### src/knight_pkg.sv
//////////////////////////////
// Knight command processor shared types.
// Widths, command and IR structs, opcode and FSM enums.
// Speed ramp, nudge and alignment constants.
//////////////////////////////
package knight_pkg;

  typedef logic [15:0]        cmd_t;        // Raw command word.
  typedef logic signed [11:0] heading_t;    // Gyro heading and PID error.
  typedef logic [9:0]         frwrd_t;      // Forward speed.
  typedef logic [3:0]         sq_cnt_t;     // Squares to travel.
  typedef logic [4:0]         pulse_cnt_t;  // Centre line edges, two per square.

  typedef struct packed {
    logic [3:0] op;                         // Opcode field.
    logic [7:0] hdg_code;                   // Heading code field.
    sq_cnt_t    squares;                    // Square count field.
  } cmd_fields_t;

  typedef struct packed {
    logic lft;                              // Left IR, drifted right.
    logic cntr;                             // Centre IR, on a line.
    logic rght;                             // Right IR, drifted left.
  } ir_t;

  typedef enum logic [3:0] {
    CAL     = 4'h2,                         // Gyro calibration.
    MOV     = 4'h4,                         // Plain move.
    FANFARE = 4'h5,                         // Move with fanfare.
    TOUR    = 4'h6                          // Start the knight's tour.
  } op_t;

  typedef enum logic [2:0] {
    IDLE,                                   // Waiting on cmd_rdy.
    CALIBRATE,                              // Waiting on cal_done.
    ALIGN,                                  // Turning to the new heading.
    INCR,                                   // Ramping speed up.
    DECR                                    // Ramping speed down.
  } fsm_state_t;

  //////////////////////////////
  // Ramp steps and nudges
  localparam frwrd_t   INC_FAST   = 10'h020;
  localparam frwrd_t   INC_SLOW   = 10'h003;
  localparam frwrd_t   DEC_FAST   = 10'h040;
  localparam frwrd_t   DEC_SLOW   = 10'h006;
  localparam heading_t NUDGE_FAST = 12'h1FF;
  localparam heading_t NUDGE_SLOW = 12'h05F;

  localparam logic [11:0] ALIGN_THRESH = 12'h02C;  // Close enough to start moving.

endpackage

### src/frwrd_ramp.sv
//////////////////////////////
// Forward speed register.
// Ramps on heading_rdy, saturates at max speed and at zero.
//////////////////////////////
`timescale 1ns/1ns

module frwrd_ramp import knight_pkg::*; #(
  parameter bit fast_sim = 1'b1            // Selects the large ramp steps.
) (
  input  logic   clk,
  input  logic   rst_n,
  input  logic   heading_rdy,               // Step enable.
  input  logic   frwrd_clr,                 // Clear speed.
  input  logic   frwrd_inc,                 // Ramp up.
  input  logic   frwrd_dec,                 // Ramp down.
  output frwrd_t frwrd,                     // Speed to the motor mixer.
  output logic   frwrd_zero                 // Speed is zero.
);

  localparam frwrd_t INC_STEP = fast_sim ? INC_FAST : INC_SLOW;
  localparam frwrd_t DEC_STEP = fast_sim ? DEC_FAST : DEC_SLOW;

  logic max_spd;                            // Two top bits set.

  assign max_spd    = &frwrd[9:8];
  assign frwrd_zero = (frwrd == '0);

  always_ff @(posedge clk, negedge rst_n) begin
    if (!rst_n) begin
      frwrd <= '0;
    end else if (frwrd_clr) begin
      frwrd <= '0;
    end else if (heading_rdy) begin         // One step per gyro sample.
      if (frwrd_inc) begin
        if (!max_spd) begin
          frwrd <= frwrd + INC_STEP;
        end
      end else if (frwrd_dec) begin
        if (frwrd < DEC_STEP) begin
          frwrd <= '0;                      // Clamp, no wrap.
        end else begin
          frwrd <= frwrd - DEC_STEP;
        end
      end
    end
  end

endmodule

### src/square_counter.sv
//////////////////////////////
// Square counter.
// Centre IR edge detect, edge count, move-done compare.
//////////////////////////////
`timescale 1ns/1ns

module square_counter import knight_pkg::*; (
  input  logic    clk,
  input  logic    rst_n,
  input  logic    cmd_load,                 // Move accepted.
  input  sq_cnt_t squares,                  // Squares in the command.
  input  logic    cntr_ir,                  // Centre IR level.
  output logic    move_done                 // Target edge count reached.
);

  logic       cntr_prev;                    // Last centre IR level.
  logic       cntr_rise;                    // Rising edge seen.
  sq_cnt_t    sq_target;                    // Squares of this move.
  pulse_cnt_t pulse_cnt;                    // Edges since the move began.

  always_ff @(posedge clk, negedge rst_n) begin
    if (!rst_n) begin
      cntr_prev <= 1'b0;
    end else begin
      cntr_prev <= cntr_ir;
    end
  end

  assign cntr_rise = cntr_ir & ~cntr_prev;

  always_ff @(posedge clk, negedge rst_n) begin
    if (!rst_n) begin
      sq_target <= '0;
    end else if (cmd_load) begin
      sq_target <= squares;
    end
  end

  always_ff @(posedge clk, negedge rst_n) begin
    if (!rst_n) begin
      pulse_cnt <= '0;
    end else if (cmd_load) begin
      pulse_cnt <= '0;                      // Fresh count per move.
    end else if (cntr_rise) begin
      pulse_cnt <= pulse_cnt + 1'b1;
    end
  end

  // Two line crossings per square.
  assign move_done = (pulse_cnt == {sq_target, 1'b0});

endmodule

### src/heading_err.sv
//////////////////////////////
// Heading error for the PID.
// Desired heading register, IR nudge, error, alignment flag.
//////////////////////////////
`timescale 1ns/1ns

module heading_err import knight_pkg::*; #(
  parameter bit fast_sim = 1'b1            // Selects the large nudge.
) (
  input  logic       clk,
  input  logic       rst_n,
  input  logic       cmd_load,              // Move accepted.
  input  logic [7:0] hdg_code,              // Heading code of the command.
  input  heading_t   heading,               // Gyro heading.
  input  ir_t        ir,                    // Line sensors.
  output heading_t   error,                 // Heading minus desired plus nudge.
  output logic       aligned                // Error magnitude below threshold.
);

  localparam heading_t NUDGE = fast_sim ? NUDGE_FAST : NUDGE_SLOW;

  heading_t    desired_hdg;                 // Heading of the current move.
  heading_t    nudge;                       // Correction for drift off the line.
  logic [11:0] err_abs;                     // Magnitude of the error.

  always_ff @(posedge clk, negedge rst_n) begin
    if (!rst_n) begin
      desired_hdg <= '0;
    end else if (cmd_load) begin
      if (hdg_code == 8'h00) begin
        desired_hdg <= '0;                  // North stays exactly zero.
      end else begin
        desired_hdg <= {hdg_code, 4'hF};
      end
    end
  end

  // Left wins when both sensors see the line.
  always_comb begin
    if (ir.lft) begin
      nudge = NUDGE;
    end else if (ir.rght) begin
      nudge = ~NUDGE;                       // One's complement, -0x200 when fast.
    end else begin
      nudge = '0;
    end
  end

  assign error = heading - desired_hdg + nudge;

  assign err_abs = error[11] ? 12'(-error) : 12'(error);
  assign aligned = (err_abs < ALIGN_THRESH);

endmodule

### src/cmd_fsm.sv
//////////////////////////////
// Command FSM.
// Accepts commands in IDLE, latches the move opcode,
// runs calibration and move sequences.
//////////////////////////////
`timescale 1ns/1ns

module cmd_fsm import knight_pkg::*; (
  input  logic clk,
  input  logic rst_n,
  input  op_t  op,                          // Opcode of the waiting command.
  input  logic cmd_rdy,                     // Command valid level.
  input  logic cal_done,                    // Gyro calibration finished.
  input  logic aligned,                     // Heading error small.
  input  logic move_done,                   // All squares crossed.
  input  logic frwrd_zero,                  // Speed back at zero.
  output logic clr_cmd_rdy,                 // Command consumed.
  output logic strt_cal,                    // Start gyro calibration.
  output logic send_resp,                   // Command finished.
  output logic tour_go,                     // Start the tour.
  output logic fanfare_go,                  // Play the fanfare.
  output logic moving,                      // Robot in motion.
  output logic cmd_load,                    // Move accepted, load targets.
  output logic frwrd_clr,                   // Clear speed.
  output logic frwrd_inc,                   // Ramp speed up.
  output logic frwrd_dec                    // Ramp speed down.
);

  fsm_state_t state;                        // Current state.
  fsm_state_t nxt_state;                    // Next state.
  op_t        op_q;                         // Opcode of the move in progress.

  //////////////////////////////
  // State and opcode registers
  always_ff @(posedge clk, negedge rst_n) begin
    if (!rst_n) begin
      state <= IDLE;
    end else begin
      state <= nxt_state;
    end
  end

  always_ff @(posedge clk, negedge rst_n) begin
    if (!rst_n) begin
      op_q <= MOV;
    end else if (cmd_load) begin
      op_q <= op;                           // Later cmd changes leave the move alone.
    end
  end

  //////////////////////////////
  // Transitions and strobes
  always_comb begin
    nxt_state   = state;
    clr_cmd_rdy = 1'b0;
    strt_cal    = 1'b0;
    send_resp   = 1'b0;
    tour_go     = 1'b0;
    fanfare_go  = 1'b0;
    moving      = 1'b0;
    cmd_load    = 1'b0;
    frwrd_clr   = 1'b0;
    frwrd_inc   = 1'b0;
    frwrd_dec   = 1'b0;

    case (state)
      IDLE: begin
        if (cmd_rdy) begin
          clr_cmd_rdy = 1'b1;               // Every command seen here is taken.
          case (op)
            CAL: begin
              strt_cal  = 1'b1;
              nxt_state = CALIBRATE;
            end
            TOUR: begin
              tour_go = 1'b1;               // Single pulse, stay in IDLE.
            end
            default: begin                  // MOV, FANFARE and unknown codes.
              cmd_load  = 1'b1;
              nxt_state = ALIGN;
            end
          endcase
        end
      end

      CALIBRATE: begin
        if (cal_done) begin
          send_resp = 1'b1;                 // First cycle of cal_done only.
          nxt_state = IDLE;
        end
      end

      ALIGN: begin
        if (aligned) begin
          moving    = 1'b1;
          frwrd_clr = 1'b1;                 // Start the ramp from rest.
          nxt_state = INCR;
        end
      end

      INCR: begin
        moving    = 1'b1;
        frwrd_inc = 1'b1;
        if (move_done) begin
          fanfare_go = (op_q == FANFARE);
          nxt_state  = DECR;
        end
      end

      DECR: begin
        frwrd_dec = 1'b1;
        if (frwrd_zero) begin
          send_resp = 1'b1;                 // Stopped, report the move.
          nxt_state = IDLE;
        end else begin
          moving = 1'b1;
        end
      end

      default: begin
        nxt_state = IDLE;                   // Unused encodings recover.
      end
    endcase
  end

endmodule

### src/cmd_proc.sv
//////////////////////////////
// Knight command processor top level.
// Splits the command word and IR bits, wires the FSM,
// the speed ramp, the square counter and the heading error.
//////////////////////////////
`timescale 1ns/1ns

module cmd_proc import knight_pkg::*; #(
  parameter bit fast_sim = 1'b1            // Large ramp steps for short simulations.
) (
  input  logic     clk,
  input  logic     rst_n,
  input  cmd_t     cmd,                     // Command from the BLE link.
  input  logic     cmd_rdy,                 // Command valid level.
  input  logic     cal_done,                // Gyro calibration finished.
  input  heading_t heading,                 // Gyro heading.
  input  logic     heading_rdy,             // One cycle per new heading.
  input  ir_t      ir,                      // Line sensors.
  output logic     clr_cmd_rdy,             // Command consumed.
  output logic     send_resp,               // Command finished.
  output logic     strt_cal,                // Start gyro calibration.
  output logic     moving,                  // Robot in motion.
  output heading_t error,                   // Error to the PID.
  output frwrd_t   frwrd,                   // Forward speed.
  output logic     tour_go,                 // Start the tour.
  output logic     fanfare_go               // Play the fanfare.
);

  cmd_fields_t cmd_f;                       // Command viewed as fields.
  op_t         op;                          // Decoded opcode.
  logic        cmd_load;                    // Move accepted.
  logic        frwrd_clr;
  logic        frwrd_inc;
  logic        frwrd_dec;
  logic        frwrd_zero;
  logic        move_done;
  logic        aligned;

  assign cmd_f = cmd;
  assign op    = op_t'(cmd_f.op);           // Unlisted codes fall to the move path.

  cmd_fsm u_fsm (
    .clk         (clk),
    .rst_n       (rst_n),
    .op          (op),
    .cmd_rdy     (cmd_rdy),
    .cal_done    (cal_done),
    .aligned     (aligned),
    .move_done   (move_done),
    .frwrd_zero  (frwrd_zero),
    .clr_cmd_rdy (clr_cmd_rdy),
    .strt_cal    (strt_cal),
    .send_resp   (send_resp),
    .tour_go     (tour_go),
    .fanfare_go  (fanfare_go),
    .moving      (moving),
    .cmd_load    (cmd_load),
    .frwrd_clr   (frwrd_clr),
    .frwrd_inc   (frwrd_inc),
    .frwrd_dec   (frwrd_dec)
  );

  frwrd_ramp #(.fast_sim(fast_sim)) u_ramp (
    .clk         (clk),
    .rst_n       (rst_n),
    .heading_rdy (heading_rdy),
    .frwrd_clr   (frwrd_clr),
    .frwrd_inc   (frwrd_inc),
    .frwrd_dec   (frwrd_dec),
    .frwrd       (frwrd),
    .frwrd_zero  (frwrd_zero)
  );

  square_counter u_sq (
    .clk       (clk),
    .rst_n     (rst_n),
    .cmd_load  (cmd_load),
    .squares   (cmd_f.squares),
    .cntr_ir   (ir.cntr),
    .move_done (move_done)
  );

  heading_err #(.fast_sim(fast_sim)) u_hdg (
    .clk      (clk),
    .rst_n    (rst_n),
    .cmd_load (cmd_load),
    .hdg_code (cmd_f.hdg_code),
    .heading  (heading),
    .ir       (ir),
    .error    (error),
    .aligned  (aligned)
  );

endmodule

### config.mk
export PLATFORM = sky130hd
export DESIGN_NAME = cmd_proc
export DESIGN_NICKNAME = d
export VERILOG_FILES = /design/src/knight_pkg.sv /design/src/frwrd_ramp.sv /design/src/square_counter.sv /design/src/heading_err.sv /design/src/cmd_fsm.sv /design/src/cmd_proc.sv
export SDC_FILE = /design/constraint.sdc
export NUM_CORES = 1
export LEC_CHECK = 0
export ABC_AREA = 1
export BUFFER_PORTS_ARGS = -buffer_cell sky130_fd_sc_hd__buf_2
export CAP_MARGIN = 25
export CELL_PAD_IN_SITES_DETAIL_PLACEMENT = 2
export CELL_PAD_IN_SITES_GLOBAL_PLACEMENT = 2
export CORE_UTILIZATION = 33
export CTS_BUF_LIST = sky130_fd_sc_hd__clkbuf_4
export DETAILED_ROUTE_END_ITERATION = 8
export HOLD_SLACK_MARGIN = 0.15
export MAX_ROUTING_LAYER = met4
export PLACE_DENSITY = 0.89
export REMOVE_ABC_BUFFERS = 1
export SYNTH_ARGS = -nofsm -noshare
export SYNTH_HDL_FRONTEND = slang
export SYNTH_SLANG_ARGS = --single-unit
### constraint.sdc
create_clock -name clk -period 8.3 [get_ports clk]
set_input_delay 0 -clock clk [delete_from_list [all_inputs] [get_ports clk]]
set_output_delay 0 -clock clk [all_outputs]
set_load 0.03 [all_outputs]
* Word level (Yosys, flattened, before mapping)
Cells that the tools add are included.
Word-level totals: register bits 39, bits of input ports 36, output and inout bits 28, logic and storage cells 83
Cells by class: add/subtract/negate cells 6, magnitude comparators 2, eq/ne operators 15, muxes and demuxes 41, bitwise operators 2, reduce and logical (&&, ||, !) cells 10
Operators by type and width (count):
- $mux 10 | 6
- $mux 12 | 4
- $mux 1 | 20
- $mux 3 | 5
- $pmux 3 s5 | 1
- $add 12x12->12 | 1
- $lt 12x6->1 const B | 1
- $ne 2x2->1 const B | 6
- $neg 12->12 | 1
- $sub 12x12->12 | 1
- $add 10x6->10 const B | 1
- $logic_not 10->1 | 1
- $lt 10x7->1 const B | 1
- $mux 5 | 2
- $sub 10x7->10 const B | 1
- $eq 4x3->1 const B | 2
- $logic_not 8->1 | 1
- $eq 3x2->1 const B | 2
- $pmux 3 s2 | 1
- $reduce_and 6->1 | 1
- $add 5x1->5 const B | 1
- $eq 5x5->1 | 1
- $eq 4x2->1 const B | 1
- $reduce_bool 2->1 | 2
- other kinds (12) | 12

* Depth between registers and ports, before layout
Gate-level depths: netlist of run 1.
word-level depth 10, gate-level depth with buffers 25

* Cells and area by module
Synthesis of run 1 repeated with hierarchy kept, for this count alone.
Unflattened totals: cells, all modules 474, area total of the unflattened synthesis 3240.6 µm²
By module, submodules not included:
- heading_err | times used 1, cells an instance 261, area an instance 1722.9 µm², seq. area each 225.2 µm²
- frwrd_ramp | times used 1, cells an instance 77, area an instance 528.0 µm², seq. area each 125.1 µm²
- cmd_fsm | times used 1, cells an instance 77, area an instance 506.7 µm², seq. area each 176.4 µm²
- square_counter | times used 1, cells an instance 59, area an instance 483.0 µm², seq. area each 250.2 µm²

* Worst setup path before layout of run 1
No wires, ideal clock.
path type register -> register, start point reg u_hdg.desired_hdg[3], end point reg u_ramp.frwrd[7], library setup time 0.119 ns, arrival time 3.190 ns, required time 8.181 ns, setup slack 4.991 ns, stages on the path, launching flop included 21, buffers on the path 0, clock period less this slack 3.309 ns, cells stage by stage dfrtp_1 fa_1 inv_1 fa_1 or2_2 a21oi_2 nand3_1 nor2_1 nand2_1 nand2_1 nand2_1 nand2_1 inv_1 nand2_1 nand2_1 inv_2 nand3_4 nand2_4 nand2_4 nand2_1 o21ai_2
On the way: longest elaborated chain between the ends 9
RTL lines:
- start: declaration | line heading_err.sv:22 | heading_t desired_hdg;
- start signal: assignment | line heading_err.sv:33 | desired_hdg <= {hdg_code, 4'hF};
- $sub 12x12->12 (*) | line heading_err.sv:49 | assign error = heading - desired_hdg + nudge;
- $add 12x12->12 (*) | line heading_err.sv:49
- $neg 12->12 | line heading_err.sv:51 | assign err_abs = error[11] ? 12'(-error) : 12'(error);
- $mux 12 (*) | line heading_err.sv:51
- $lt 12x6->1 (*) | line heading_err.sv:52 | assign aligned = (err_abs < ALIGN_THRESH);
- $mux 1 (*) | line cmd_fsm.sv:94 | if (aligned) begin
- $mux 1 (*) | line cmd_fsm.sv:66 | case (state)
- $ne 3x3->1 (no source line) (tied with other cells)
- $reduce_and 3->1 (no source line)
- end signal: assignment | line frwrd_ramp.sv:36 | frwrd <= frwrd + INC_STEP;
- end signal: assignment | line frwrd_ramp.sv:42 | frwrd <= frwrd - DEC_STEP;
- end: declaration | line frwrd_ramp.sv:16 | output frwrd_t frwrd,
Every way passes the cells marked *; elsewhere a longest branch is shown, timed or not. A chain may end at the register's enable or synchronous reset.

* Worst setup path after layout of run 1
start point reg u_hdg.desired_hdg[3], end point out moving
On the way: longest elaborated chain between the ends 7
RTL lines:
- $sub 12x12->12 (*) | line heading_err.sv:49
- $add 12x12->12 (*) | line heading_err.sv:49
- $neg 12->12 | line heading_err.sv:51
- $mux 12 (*) | line heading_err.sv:51
- $lt 12x6->1 (*) | line heading_err.sv:52
- $mux 1 (*) | line cmd_fsm.sv:94
- $pmux 1 s3 (*) | line cmd_fsm.sv:66
- end: declaration | line cmd_proc.sv:22 | output logic moving,
Marked as above.

==> report_table.html, run 1 <==
<table>
<tr><th>Metric</th><th>Value</th></tr>
<tr><th colspan="2">Status</th></tr>
<tr><td>Outcome</td><td>finished clean</td></tr>
<tr><th colspan="2">Timing</th></tr>
<tr><td>Setup_tns</td><td>0 ns</td></tr>
<tr><td>Final Hold Viols</td><td>0</td></tr>
<tr><td>Clock period minus final worst setup slack</td><td>3.79 ns</td></tr>
<tr><td>Period Utilization, post-route</td><td>0.457</td></tr>
<tr><td>Max Clock Freq</td><td>0.264 GHz</td></tr>
<tr><td>Skew final</td><td>0.0364 ns</td></tr>
<tr><td>Max-slew headroom</td><td>0.405</td></tr>
<tr><td>Max Slew Vio Count</td><td>0</td></tr>
<tr><td>Minimum hold slack</td><td>0.203 ns</td></tr>
<tr><td>Number of endpoints failing setup at the final stage</td><td>0</td></tr>
<tr><td>Actual transition at the worst max-transition pin</td><td>0.885 ns</td></tr>
<tr><td>Unrepaired setup endpoints after global routing</td><td>false</td></tr>
<tr><th colspan="2">Clock network</th></tr>
<tr><td>Hold-fix buffers, CTS</td><td>22</td></tr>
<tr><td>Clock latency reported for the late side of the worst-skew pair</td><td>0.39 ns</td></tr>
<tr><td>Number of cells upsized or downsized after cts</td><td>0</td></tr>
<tr><td>CTS clk-pin slew, worst paths</td><td>0.15 ns</td></tr>
<tr><td>CTS tree</td><td>yes</td></tr>
<tr><td>Number of setup buffers added after CTS</td><td>0</td></tr>
<tr><td>Root Buffer Master</td><td>sky130_fd_sc_hd__clkbuf_4</td></tr>
<tr><td>Clk sinks</td><td>31</td></tr>
<tr><td>Num CTS Buffers</td><td>5</td></tr>
<tr><td>Buffer levels on the longest clock path</td><td>2</td></tr>
<tr><td>CTS H-tree lvls</td><td>2</td></tr>
<tr><th colspan="2">Synthesis</th></tr>
<tr><td>Synth top cells by count</td><td>sky130_fd_sc_hd__nand2_1 (163), sky130_fd_sc_hd__inv_1 (100), sky130_fd_sc_hd__nand3_1 (38)</td></tr>
<tr><td>Number of synthesized flops with an enable pin</td><td>0</td></tr>
<tr><td>Post-synth top area cell</td><td>sky130_fd_sc_hd__dfrtp_1</td></tr>
<tr><td>Predominant post-synthesis flop cell</td><td>sky130_fd_sc_hd__dfrtp_1</td></tr>
<tr><td>Portion of synthesized cell area occupied by the leading cell type</td><td>0.233</td></tr>
<tr><td>Syn. warnings</td><td>0</td></tr>
<tr><td>Dominant cells by area after synthesis</td><td>sky130_fd_sc_hd__dfrtp_1 (23%), sky130_fd_sc_hd__nand2_1 (19%), sky130_fd_sc_hd__inv_1 (12%), sky130_fd_sc_hd__fa_1 (6.8%), sky130_fd_sc_hd__ha_1 (6.6%)</td></tr>
<tr><td>Mapped Area</td><td>0.00322 mm^2</td></tr>
<tr><td>Cell with the most instances after synthesis</td><td>sky130_fd_sc_hd__nand2_1</td></tr>
<tr><td>Gate count of the mapped netlist</td><td>497</td></tr>
<tr><td>Total of flip-flops plus latches after synthesis</td><td>31</td></tr>
<tr><td>Share of flip-flops with an asynchronous set or reset</td><td>1.00</td></tr>
<tr><td>Sequential share of the synthesized area</td><td>0.241</td></tr>
<tr><td>Synthesized area divided by synthesized cell count</td><td>6.48 um^2</td></tr>
<tr><td>Count of different cell masters after synthesis</td><td>39</td></tr>
<tr><th colspan="2">Worst setup path</th></tr>
<tr><td>CP Max Fanout</td><td>7</td></tr>
<tr><td>Worst reg2reg path endpoint</td><td>u_ramp.frwrd[9]$_DFFE_PN0P_</td></tr>
<tr><td>Top cell family by delay on the critical path</td><td>simple AND/OR/NAND/NOR gates</td></tr>
<tr><td>Crit path buf inv count</td><td>4</td></tr>
<tr><td>Worst reg2reg startpoint</td><td>u_hdg.desired_hdg[3]$_DFFE_PN0P_</td></tr>
<tr><td>Max stage delay on crit path</td><td>0.54 ns</td></tr>
<tr><td>Type of element capturing the critical path</td><td>primary output</td></tr>
<tr><td>Cells on worst reg2reg path</td><td>21</td></tr>
<tr><td>Critical setup path kind</td><td>reg2out</td></tr>
<tr><td>Element type at the critical path start</td><td>flip-flop</td></tr>
<tr><td>Crit-path cells</td><td>ha_1 &gt; inv_1 &gt; ha_1 &gt; fa_1 &gt; or2_2 &gt; a21oi_2 &gt; nand3_1 &gt; nor2_1 &gt; nand2_1 &gt; nand2_1 &gt; nand2_1 &gt; nand2_1 &gt; inv_1 &gt; nand2_1 &gt; nand2_1 &gt; inv_2 &gt; nand3_4 &gt; nand3_1 &gt; buf_2</td></tr>
<tr><td>Most prevalent standard cell on the critical path</td><td>sky130_fd_sc_hd__nand2_1</td></tr>
<tr><td>Cell type of the slowest stage on the worst timing path</td><td>sky130_fd_sc_hd__dfrtp_1</td></tr>
<tr><td>CP Data Arrival Time</td><td>3.79 ns</td></tr>
<tr><td>Reg-to-reg setup timing slack</td><td>4.66 ns</td></tr>
<tr><td>CP Data Required Time</td><td>8.30 ns</td></tr>
<tr><th colspan="2">Route</th></tr>
<tr><td>Detailed-route via count</td><td>3,656</td></tr>
<tr><td>Total length of routed wires</td><td>13.1 mm</td></tr>
<tr><td>Antenna Violating Nets Remaining</td><td>0</td></tr>
<tr><td>Average wire per standard cell</td><td>18.4 um</td></tr>
<tr><td>DR pass1 iterations</td><td>4</td></tr>
<tr><td>Drt via density</td><td>5.16</td></tr>
<tr><td>1st-iter DRT viols</td><td>66</td></tr>
<tr><td>Post-detailed-route DRC marker count</td><td>0</td></tr>
<tr><th colspan="2">Die</th></tr>
<tr><td>Cell row count</td><td>35</td></tr>
<tr><td>Total I/O pin count</td><td>64</td></tr>
<tr><td>Total Die Area</td><td>0.0102 mm^2</td></tr>
<tr><td>Vert. Die Dim</td><td>101 um</td></tr>
<tr><td>Floorplan Core Area</td><td>0.00933 mm^2</td></tr>
<tr><td>Die span in x</td><td>101 um</td></tr>
<tr><td>Effective utilization at floorplan</td><td>0.345</td></tr>
<tr><th colspan="2">Cells and area</th></tr>
<tr><td>Antenna Cells</td><td>0</td></tr>
<tr><td>Final Cell Area</td><td>0.00391 mm^2</td></tr>
<tr><td>Non-Filler Instances</td><td>709</td></tr>
<tr><td>Fill cell total of the finished layout</td><td>1,169</td></tr>
<tr><td>Relative area change from synthesis to final layout</td><td>21.6%</td></tr>
<tr><td>Count of nets after finishing</td><td>643</td></tr>
<tr><td>Fraction of layout instances using a drive strength above 1</td><td>0.178</td></tr>
<tr><th colspan="2">Placed design</th></tr>
<tr><td>Detailed placement HPWL</td><td>9.22 mm</td></tr>
<tr><td>Placed cell count</td><td>679</td></tr>
<tr><td>Placed standard-cell area</td><td>0.00364 mm^2</td></tr>
<tr><td>Count of port buffers added during placement</td><td>58</td></tr>
<tr><td>Final weighted congestion of routability-driven global placement</td><td>0.836</td></tr>
<tr><th colspan="2">Run</th></tr>
<tr><td>Count of max-cap constraint violations</td><td>0</td></tr>
<tr><th colspan="2">GRT</th></tr>
<tr><td>Total congestion overflow after global routing</td><td>0</td></tr>
<tr><td>Aggregate global-route resource usage</td><td>0.283</td></tr>
<tr><td>Global-route wire length before repair</td><td>21.2 mm</td></tr>
<tr><td>Largest net degree at the start of global routing</td><td>32</td></tr>
<tr><td>Via count of the first global-routing pass</td><td>4,148</td></tr>
<tr><td>Initial antenna violation count</td><td>0</td></tr>
<tr><th colspan="2">Min path</th></tr>
<tr><td>Class of the tightest hold or removal check</td><td>in2async</td></tr>
<tr><th colspan="2">Power</th></tr>
<tr><td>Power density over cell area</td><td>484 mW/mm^2</td></tr>
<tr><td>Worst voltage drop across the vdd grid</td><td>151 uV</td></tr>
<tr><td>Leakage power</td><td>2.23 nW</td></tr>
</table>
## registers in the layout, indices dropped and copies added (netlist names)
signal / cells
u_fsm.state: 3
u_sq.pulse_cnt: 5
u_fsm.op_q: 4
u_ramp.frwrd: 5
u_hdg.desired_hdg: 9
u_sq.sq_target: 4
u_sq.cntr_prev: 1
## kinds of logic (layout without fill, tap and decap cells)
| kind of cell | count (synthesis) | after routing | synth area share |
|---|---|---|---|
| and+or+nand+nor | 274 | 274 | 0.392 |
| buffers and inverters | 114 | 193 | 0.140 |
| AOI/OAI and AO/OA | 47 | 47 | 0.0859 |
| DFF | 31 | 31 | 0.241 |
| adders and majority gates | 28 | 28 | 0.134 |
| xor gates and xnor gates | 2 | 2 | 0.00544 |
| other | 1 | 5 | 0.00116 |
## layout make-up
cell class | instances | area, um^2 | area share
clock inverters | 2 | 12.5 | 0.00320
multi-input cells | 356 | 2010 | 0.513
well taps | 129 | 161 | 0.0412
inverters | 104 | 393 | 0.100
flip-flops and latches | 31 | 777 | 0.199
repair buffers | 81 | 518 | 0.132
clock buffers | 6 | 45.0 | 0.0115
## placed cells by master (no fill, tap or decap), drive strengths merged, types with 5 or more instances in the layout
cell         count
fa              11
nor3             5
nand4           11
dfrtp           30
a21oi           14
o21ai           24
inv            103
conb             5
buf             59
nand3           46
clkbuf           6
nor2            29
nor4             5
ha              17
dlygate4sd3     22
nand2          176
## metrics by stage
step	power, W	setup WS (ns)	utilization
global route	0.00206	4.25	0.420
global placement	0.00163	4.87	0.390
CTS	0.00187	4.49	0.420
detailed placement	0.00174	4.58	0.390
floorplan	0.00132	4.99	-
finish	0.00189	4.51	0.420
## worst max path at each step
stage                                          start                           to  slack, ns  depth (start not counted)
floorplan           u_hdg.desired_hdg[3]$_DFFE_PN0P_  u_ramp.frwrd[8]$_DFFE_PN0P_       4.99                         20
global placement                               ir[2]  u_ramp.frwrd[8]$_DFFE_PN0P_       4.87                         23
detailed placement                             ir[2]  u_ramp.frwrd[8]$_DFFE_PN0P_       4.58                         24
CTS                 u_hdg.desired_hdg[3]$_DFFE_PN0P_                       moving       4.49                         18
global route        u_hdg.desired_hdg[3]$_DFFE_PN0P_                       moving       4.25                         19
finish              u_hdg.desired_hdg[3]$_DFFE_PN0P_                       moving       4.51                         19
## worst register-to-register path, delay by kind of cell, from the launching register on
family                   cells  cell delay [ns]
adder cells (fa/ha/maj)      3             1.03
flip-flops                   1             0.54
AO/OA/AOI/OAI                2             0.26
AND/OR/NAND/NOR             13             1.51
buffers and inverters        3             0.18
## where the power goes
part           internal, W  leakage (nW)  switching (W)  total [W]
sequential        0.000219         0.384      0.0000769   0.000296
clock            0.0000359        0.0317      0.0000674   0.000103
combinational     0.000439          1.81        0.00106    0.00150
## layer usage
metal  global-route usage  routed length, um  vias to the layer above
met5                    -                  0                        -
met4               0.0981                326                        0
met3               0.0284                346                       27
met2                0.541               7090                       85
met1                0.303               5320                     1841
li1                     -                  -                     1703
Note: power is estimated with default switching activity, not from simulation.
==> run 2: changes to the inputs <==
--- a/config.mk
+++ b/config.mk
@@ -5,17 +5,17 @@
 export SDC_FILE = /design/constraint.sdc
 export NUM_CORES = 1
 export LEC_CHECK = 0
-export ABC_AREA = 1
+export ABC_AREA = 0
 export BUFFER_PORTS_ARGS = -buffer_cell sky130_fd_sc_hd__buf_2
 export CAP_MARGIN = 25
 export CELL_PAD_IN_SITES_DETAIL_PLACEMENT = 2
 export CELL_PAD_IN_SITES_GLOBAL_PLACEMENT = 2
-export CORE_UTILIZATION = 33
+export CORE_UTILIZATION = 34
 export CTS_BUF_LIST = sky130_fd_sc_hd__clkbuf_4
 export DETAILED_ROUTE_END_ITERATION = 8
 export HOLD_SLACK_MARGIN = 0.15
 export MAX_ROUTING_LAYER = met4
-export PLACE_DENSITY = 0.89
+export PLACE_DENSITY = 0.84
 export REMOVE_ABC_BUFFERS = 1
 export SYNTH_ARGS = -nofsm -noshare
 export SYNTH_HDL_FRONTEND = slang
==> constraint.sdc (replaced) <==
create_clock -name clk -period 3.59 [get_ports clk]
set_input_delay 0 -clock clk [delete_from_list [all_inputs] [get_ports clk]]
set_output_delay 0 -clock clk [all_outputs]
set_load 0.03 [all_outputs]
==> run 2 against run 1 <==
The run now ends with setup timing left. Sequential cell count did not move. Wire length fell by 16%. Utilization up 6.2 points. Critical path depth down 6. Synthesized area shrank 15%. Final cell count down 28%. Hold slack better by 0.049 ns. Synthesized cell count fell by 39%. Via count is 23% lower. Die area shrank 17%. Clock skew decreased by 0.020 ns. Worst setup slack worse by 4.8 ns. Critical endpoint unchanged. Highest routed layer unchanged.
==> report_table.html, run 2 <==
<table>
<tr><th>Metric</th><th>Value</th></tr>
<tr><th colspan="2">Die</th></tr>
<tr><td>Vert. Die Dim</td><td>91.9 um</td></tr>
<tr><td>Floorplan Core Area</td><td>0.00777 mm^2</td></tr>
<tr><td>Effective utilization at floorplan</td><td>0.354</td></tr>
<tr><td>Total Die Area</td><td>0.00844 mm^2</td></tr>
<tr><td>Total I/O pin count</td><td>64</td></tr>
<tr><td>Die span in x</td><td>91.9 um</td></tr>
<tr><td>Cell row count</td><td>32</td></tr>
<tr><th colspan="2">GRT</th></tr>
<tr><td>Total congestion overflow after global routing</td><td>0</td></tr>
<tr><td>Aggregate global-route resource usage</td><td>0.226</td></tr>
<tr><td>Largest net degree at the start of global routing</td><td>32</td></tr>
<tr><td>Initial antenna violation count</td><td>1</td></tr>
<tr><td>Via count of the first global-routing pass</td><td>2,857</td></tr>
<tr><td>Global-route wire length before repair</td><td>14.6 mm</td></tr>
<tr><th colspan="2">Cells and area</th></tr>
<tr><td>Largest registers</td><td>u_hdg.desired_hdg (9), u_ramp.frwrd (5), u_sq.pulse_cnt (5)</td></tr>
<tr><td>Area of combinational cells with multiple inputs</td><td>0.00189 mm^2</td></tr>
<tr><td>Flip-flop count of the largest register after layout</td><td>9</td></tr>
<tr><td>Most frequent standard cell in the layout excluding fill and tap cells</td><td>sky130_fd_sc_hd__buf_2</td></tr>
<tr><td>Relative area change from synthesis to final layout</td><td>36.2%</td></tr>
<tr><td>Register with the most flip-flops</td><td>u_hdg.desired_hdg</td></tr>
<tr><td>Fill cell total of the finished layout</td><td>849</td></tr>
<tr><td>Most frequent cells in the layout</td><td>sky130_fd_sc_hd__buf_2 (57), sky130_fd_sc_hd__inv_1 (44), sky130_fd_sc_hd__dfrtp_1 (29), sky130_fd_sc_hd__buf_4 (27), sky130_fd_sc_hd__dlygate4sd3_1 (21)</td></tr>
<tr><td>Storage cell area</td><td>778 um^2</td></tr>
<tr><td>Fraction of layout instances using a drive strength above 1</td><td>0.358</td></tr>
<tr><td>Final Cell Area</td><td>0.00374 mm^2</td></tr>
<tr><td>Final Util</td><td>0.482</td></tr>
<tr><td>Count of nets after finishing</td><td>472</td></tr>
<tr><th colspan="2">Timing</th></tr>
<tr><td>Period Utilization, post-route</td><td>1.08</td></tr>
<tr><td>Max Slew Vio Count</td><td>0</td></tr>
<tr><td>Unrepaired setup endpoints after global routing</td><td>true</td></tr>
<tr><td>Crit path setup slack, layout</td><td>-0.302 ns</td></tr>
<tr><td>Final Hold Viols</td><td>0</td></tr>
<tr><td>Max-slew headroom</td><td>0.481</td></tr>
<tr><td>Clock period minus final worst setup slack</td><td>3.89 ns</td></tr>
<tr><td>Number of endpoints failing setup at the final stage</td><td>7</td></tr>
<tr><td>Skew final</td><td>0.0160 ns</td></tr>
<tr><td>Actual transition at the worst max-transition pin</td><td>0.776 ns</td></tr>
<tr><td>Max Clock Freq</td><td>0.257 GHz</td></tr>
<tr><th colspan="2">Synthesis</th></tr>
<tr><td>Number of synthesized flops with an enable pin</td><td>0</td></tr>
<tr><td>Mapped Area</td><td>0.00275 mm^2</td></tr>
<tr><td>Portion of synthesized cell area occupied by the leading cell type</td><td>0.273</td></tr>
<tr><td>Post-synth top area cell</td><td>sky130_fd_sc_hd__dfrtp_1</td></tr>
<tr><td>Synthesized area divided by synthesized cell count</td><td>9.13 um^2</td></tr>
<tr><td>Total of flip-flops plus latches after synthesis</td><td>31</td></tr>
<tr><td>Predominant post-synthesis flop cell</td><td>sky130_fd_sc_hd__dfrtp_1</td></tr>
<tr><td>Sequential share of the synthesized area</td><td>0.283</td></tr>
<tr><td>Share of flip-flops with an asynchronous set or reset</td><td>1.00</td></tr>
<tr><td>Dominant cells by area after synthesis</td><td>sky130_fd_sc_hd__dfrtp_1 (27%), sky130_fd_sc_hd__fa_1 (8.0%), sky130_fd_sc_hd__ha_1 (7.7%), sky130_fd_sc_hd__inv_1 (6.1%), sky130_fd_sc_hd__mux2_2 (5.3%)</td></tr>
<tr><td>Count of different cell masters after synthesis</td><td>71</td></tr>
<tr><td>Syn. warnings</td><td>0</td></tr>
<tr><td>Gate count of the mapped netlist</td><td>301</td></tr>
<tr><td>Synth top cells by count</td><td>sky130_fd_sc_hd__inv_1 (45), sky130_fd_sc_hd__dfrtp_1 (30), sky130_fd_sc_hd__nor2_1 (20)</td></tr>
<tr><td>Cell with the most instances after synthesis</td><td>sky130_fd_sc_hd__inv_1</td></tr>
<tr><th colspan="2">Status</th></tr>
<tr><td>Violations in the final reports</td><td>setup timing</td></tr>
<tr><td>Outcome</td><td>complete, but fails checks</td></tr>
<tr><th colspan="2">Worst setup path</th></tr>
<tr><td>Max stage delay on crit path</td><td>0.51 ns</td></tr>
<tr><td>Crit-path cells</td><td>fa_1 &gt; inv_2 &gt; fa_2 &gt; a21o_1 &gt; a31oi_4 &gt; o21bai_1 &gt; xor2_1 &gt; a221o_1 &gt; a21oi_2 &gt; o221ai_4 &gt; nor2_2 &gt; nand2b_4 &gt; buf_6</td></tr>
<tr><td>Worst reg2reg startpoint</td><td>u_hdg.desired_hdg[3]$_DFFE_PN0P_</td></tr>
<tr><td>Top cell family by delay on the critical path</td><td>compound AO/OA/AOI/OAI gates</td></tr>
<tr><td>CP Data Required Time</td><td>3.59 ns</td></tr>
<tr><td>Element type at the critical path start</td><td>flip-flop</td></tr>
<tr><td>Reg-to-reg setup timing slack</td><td>-0.28 ns</td></tr>
<tr><td>CP Max Fanout</td><td>5</td></tr>
<tr><td>Cells on worst reg2reg path</td><td>12</td></tr>
<tr><td>Cell type of the slowest stage on the worst timing path</td><td>sky130_fd_sc_hd__fa_1</td></tr>
<tr><td>Critical setup path kind</td><td>reg2out</td></tr>
<tr><td>Type of element capturing the critical path</td><td>primary output</td></tr>
<tr><td>CP Data Arrival Time</td><td>3.89 ns</td></tr>
<tr><td>Crit path buf inv count</td><td>2</td></tr>
<tr><td>Worst reg2reg path endpoint</td><td>u_fsm.state[0]$_DFFE_PN0P_</td></tr>
<tr><th colspan="2">Route</th></tr>
<tr><td>Drt via density</td><td>5.48</td></tr>
<tr><td>Post-detailed-route DRC marker count</td><td>0</td></tr>
<tr><td>DR pass1 iterations</td><td>4</td></tr>
<tr><td>Met3 wirelength from detailed routing</td><td>400 um</td></tr>
<tr><td>1st-iter DRT viols</td><td>153</td></tr>
<tr><td>Antenna Violating Nets Remaining</td><td>0</td></tr>
<tr><td>Average wire per standard cell</td><td>21.5 um</td></tr>
<tr><td>Met1 WL</td><td>4.29 mm</td></tr>
<tr><td>Met2 layer wire length in the routed design</td><td>5.98 mm</td></tr>
<tr><td>Detailed-route via count</td><td>2,798</td></tr>
<tr><td>Highest layer used for signal routing</td><td>met4</td></tr>
<tr><td>Total length of routed wires</td><td>11.0 mm</td></tr>
<tr><th colspan="2">Clock network</th></tr>
<tr><td>CTS tree</td><td>yes</td></tr>
<tr><td>Clk sinks</td><td>31</td></tr>
<tr><td>CTS H-tree lvls</td><td>2</td></tr>
<tr><td>Clock latency reported for the late side of the worst-skew pair</td><td>0.34 ns</td></tr>
<tr><td>CTS clk-pin slew, worst paths</td><td>0.11 ns</td></tr>
<tr><td>Root Buffer Master</td><td>sky130_fd_sc_hd__clkbuf_4</td></tr>
<tr><td>Buffer levels on the longest clock path</td><td>2</td></tr>
<tr><td>Num CTS Buffers</td><td>5</td></tr>
<tr><th colspan="2">Placed design</th></tr>
<tr><td>Setup slack after placement</td><td>-0.143 ns</td></tr>
<tr><td>Placed standard-cell area</td><td>0.00319 mm^2</td></tr>
<tr><td>Count of port buffers added during placement</td><td>58</td></tr>
<tr><td>Final weighted congestion of routability-driven global placement</td><td>0.850</td></tr>
<tr><td>Detailed placement HPWL</td><td>6.40 mm</td></tr>
<tr><th colspan="2">Run</th></tr>
<tr><td>Count of max-cap constraint violations</td><td>0</td></tr>
<tr><th colspan="2">Min path</th></tr>
<tr><td>Class of the tightest hold or removal check</td><td>in2async</td></tr>
</table>
-- run 2: changes by cell type after synthesis, sizes merged, moves of 9 or more --
cell	before	now
nand3	46	2
xnor2	1	16
mux2	0	14
inv	103	46
o21ai	24	12
nor2	29	20
nand2	176	17
-- run 2: cell type report --
cell class                 count  share of cell area
multi-input combinational    217               0.506
clock inverter                 2             0.00234
inverter                      46              0.0461
sequential                    31               0.208
clock buffer                   5              0.0100
tap                          102              0.0341
antenna                        1            0.000669
timing repair buffer         107               0.193
-- run 2: kinds of logic after synthesis --
family | count (synthesis) | synth area share
simple gates | 84 | 0.171
compound gates | 63 | 0.160
buf+inv | 57 | 0.0938
flops | 31 | 0.283
fa+ha+maj | 28 | 0.158
xor+xnor | 22 | 0.0729
mux | 15 | 0.0610
other cells | 1 | 0.00136
-- run 2: metal layers --
metal  vias to the layer above  global-route usage
met5                         -                   -
met4                         0              0.0469
met3                        26              0.0182
met2                       102               0.412
met1                      1423               0.273
li1                       1247                   -
-- run 2: worst register-to-register path, delay by kind of cell (launching register included) --
family / cells / cell delay, ns
buffers and inverters: 1 / 0.06
adders and majority gates: 2 / 0.93
and+or+nand+nor: 1 / 0.52
AOI/OAI and AO/OA: 7 / 1.59
DFF: 1 / 0.47
xor gates and xnor gates: 1 / 0.20
-- run 2: stage by stage --
step / hold WS (ns) / std cells / TNS [ns]
after floorplan: -0.296 / 294 / -0.458
after global placement: 0.0962 / 466 / 0
after detailed placement: 0.105 / 466 / -0.143
after CTS: 0.265 / 501 / -0.187
after global routing: 0.335 / 511 / -1.54
final: 0.252 / 511 / -0.983
-- run 2: worst max-delay path by stage --
| stage | startpoint | depth (start not counted) | to | slack [ns] |
|---|---|---|---|---|
| 2_1_floorplan | u_hdg.desired_hdg[3]$_DFFE_PN0P_ | 12 | u_fsm.state[0]$_DFFE_PN0P_ | -0.32 |
| 3_3_place_gp | u_hdg.desired_hdg[3]$_DFFE_PN0P_ | 12 | u_fsm.state[0]$_DFFE_PN0P_ | 0.05 |
| 3_5_place_dp | u_hdg.desired_hdg[3]$_DFFE_PN0P_ | 12 | u_fsm.state[0]$_DFFE_PN0P_ | -0.14 |
| 4_1_cts | u_hdg.desired_hdg[3]$_DFFE_PN0P_ | 12 | u_fsm.state[0]$_DFFE_PN0P_ | -0.1 |
| 5_1_grt | u_hdg.desired_hdg[3]$_DFFE_PN0P_ | 15 | moving | -0.37 |
| 6_report | u_hdg.desired_hdg[3]$_DFFE_PN0P_ | 13 | moving | -0.30 |
-- run 2: timing repair --
action,4_1_cts,5_1_grt
pin swaps,8,13
endpoints found under the hold margin,52,0
resized for setup,12,21
endpoints found under the setup margin,3,6
hold buffers,21,0
setup buffers,7,9
cloned,0,0
Power of run 2 is not shown: default switching activity piles up to over one toggle a cycle in this logic, so the estimate is an artifact.
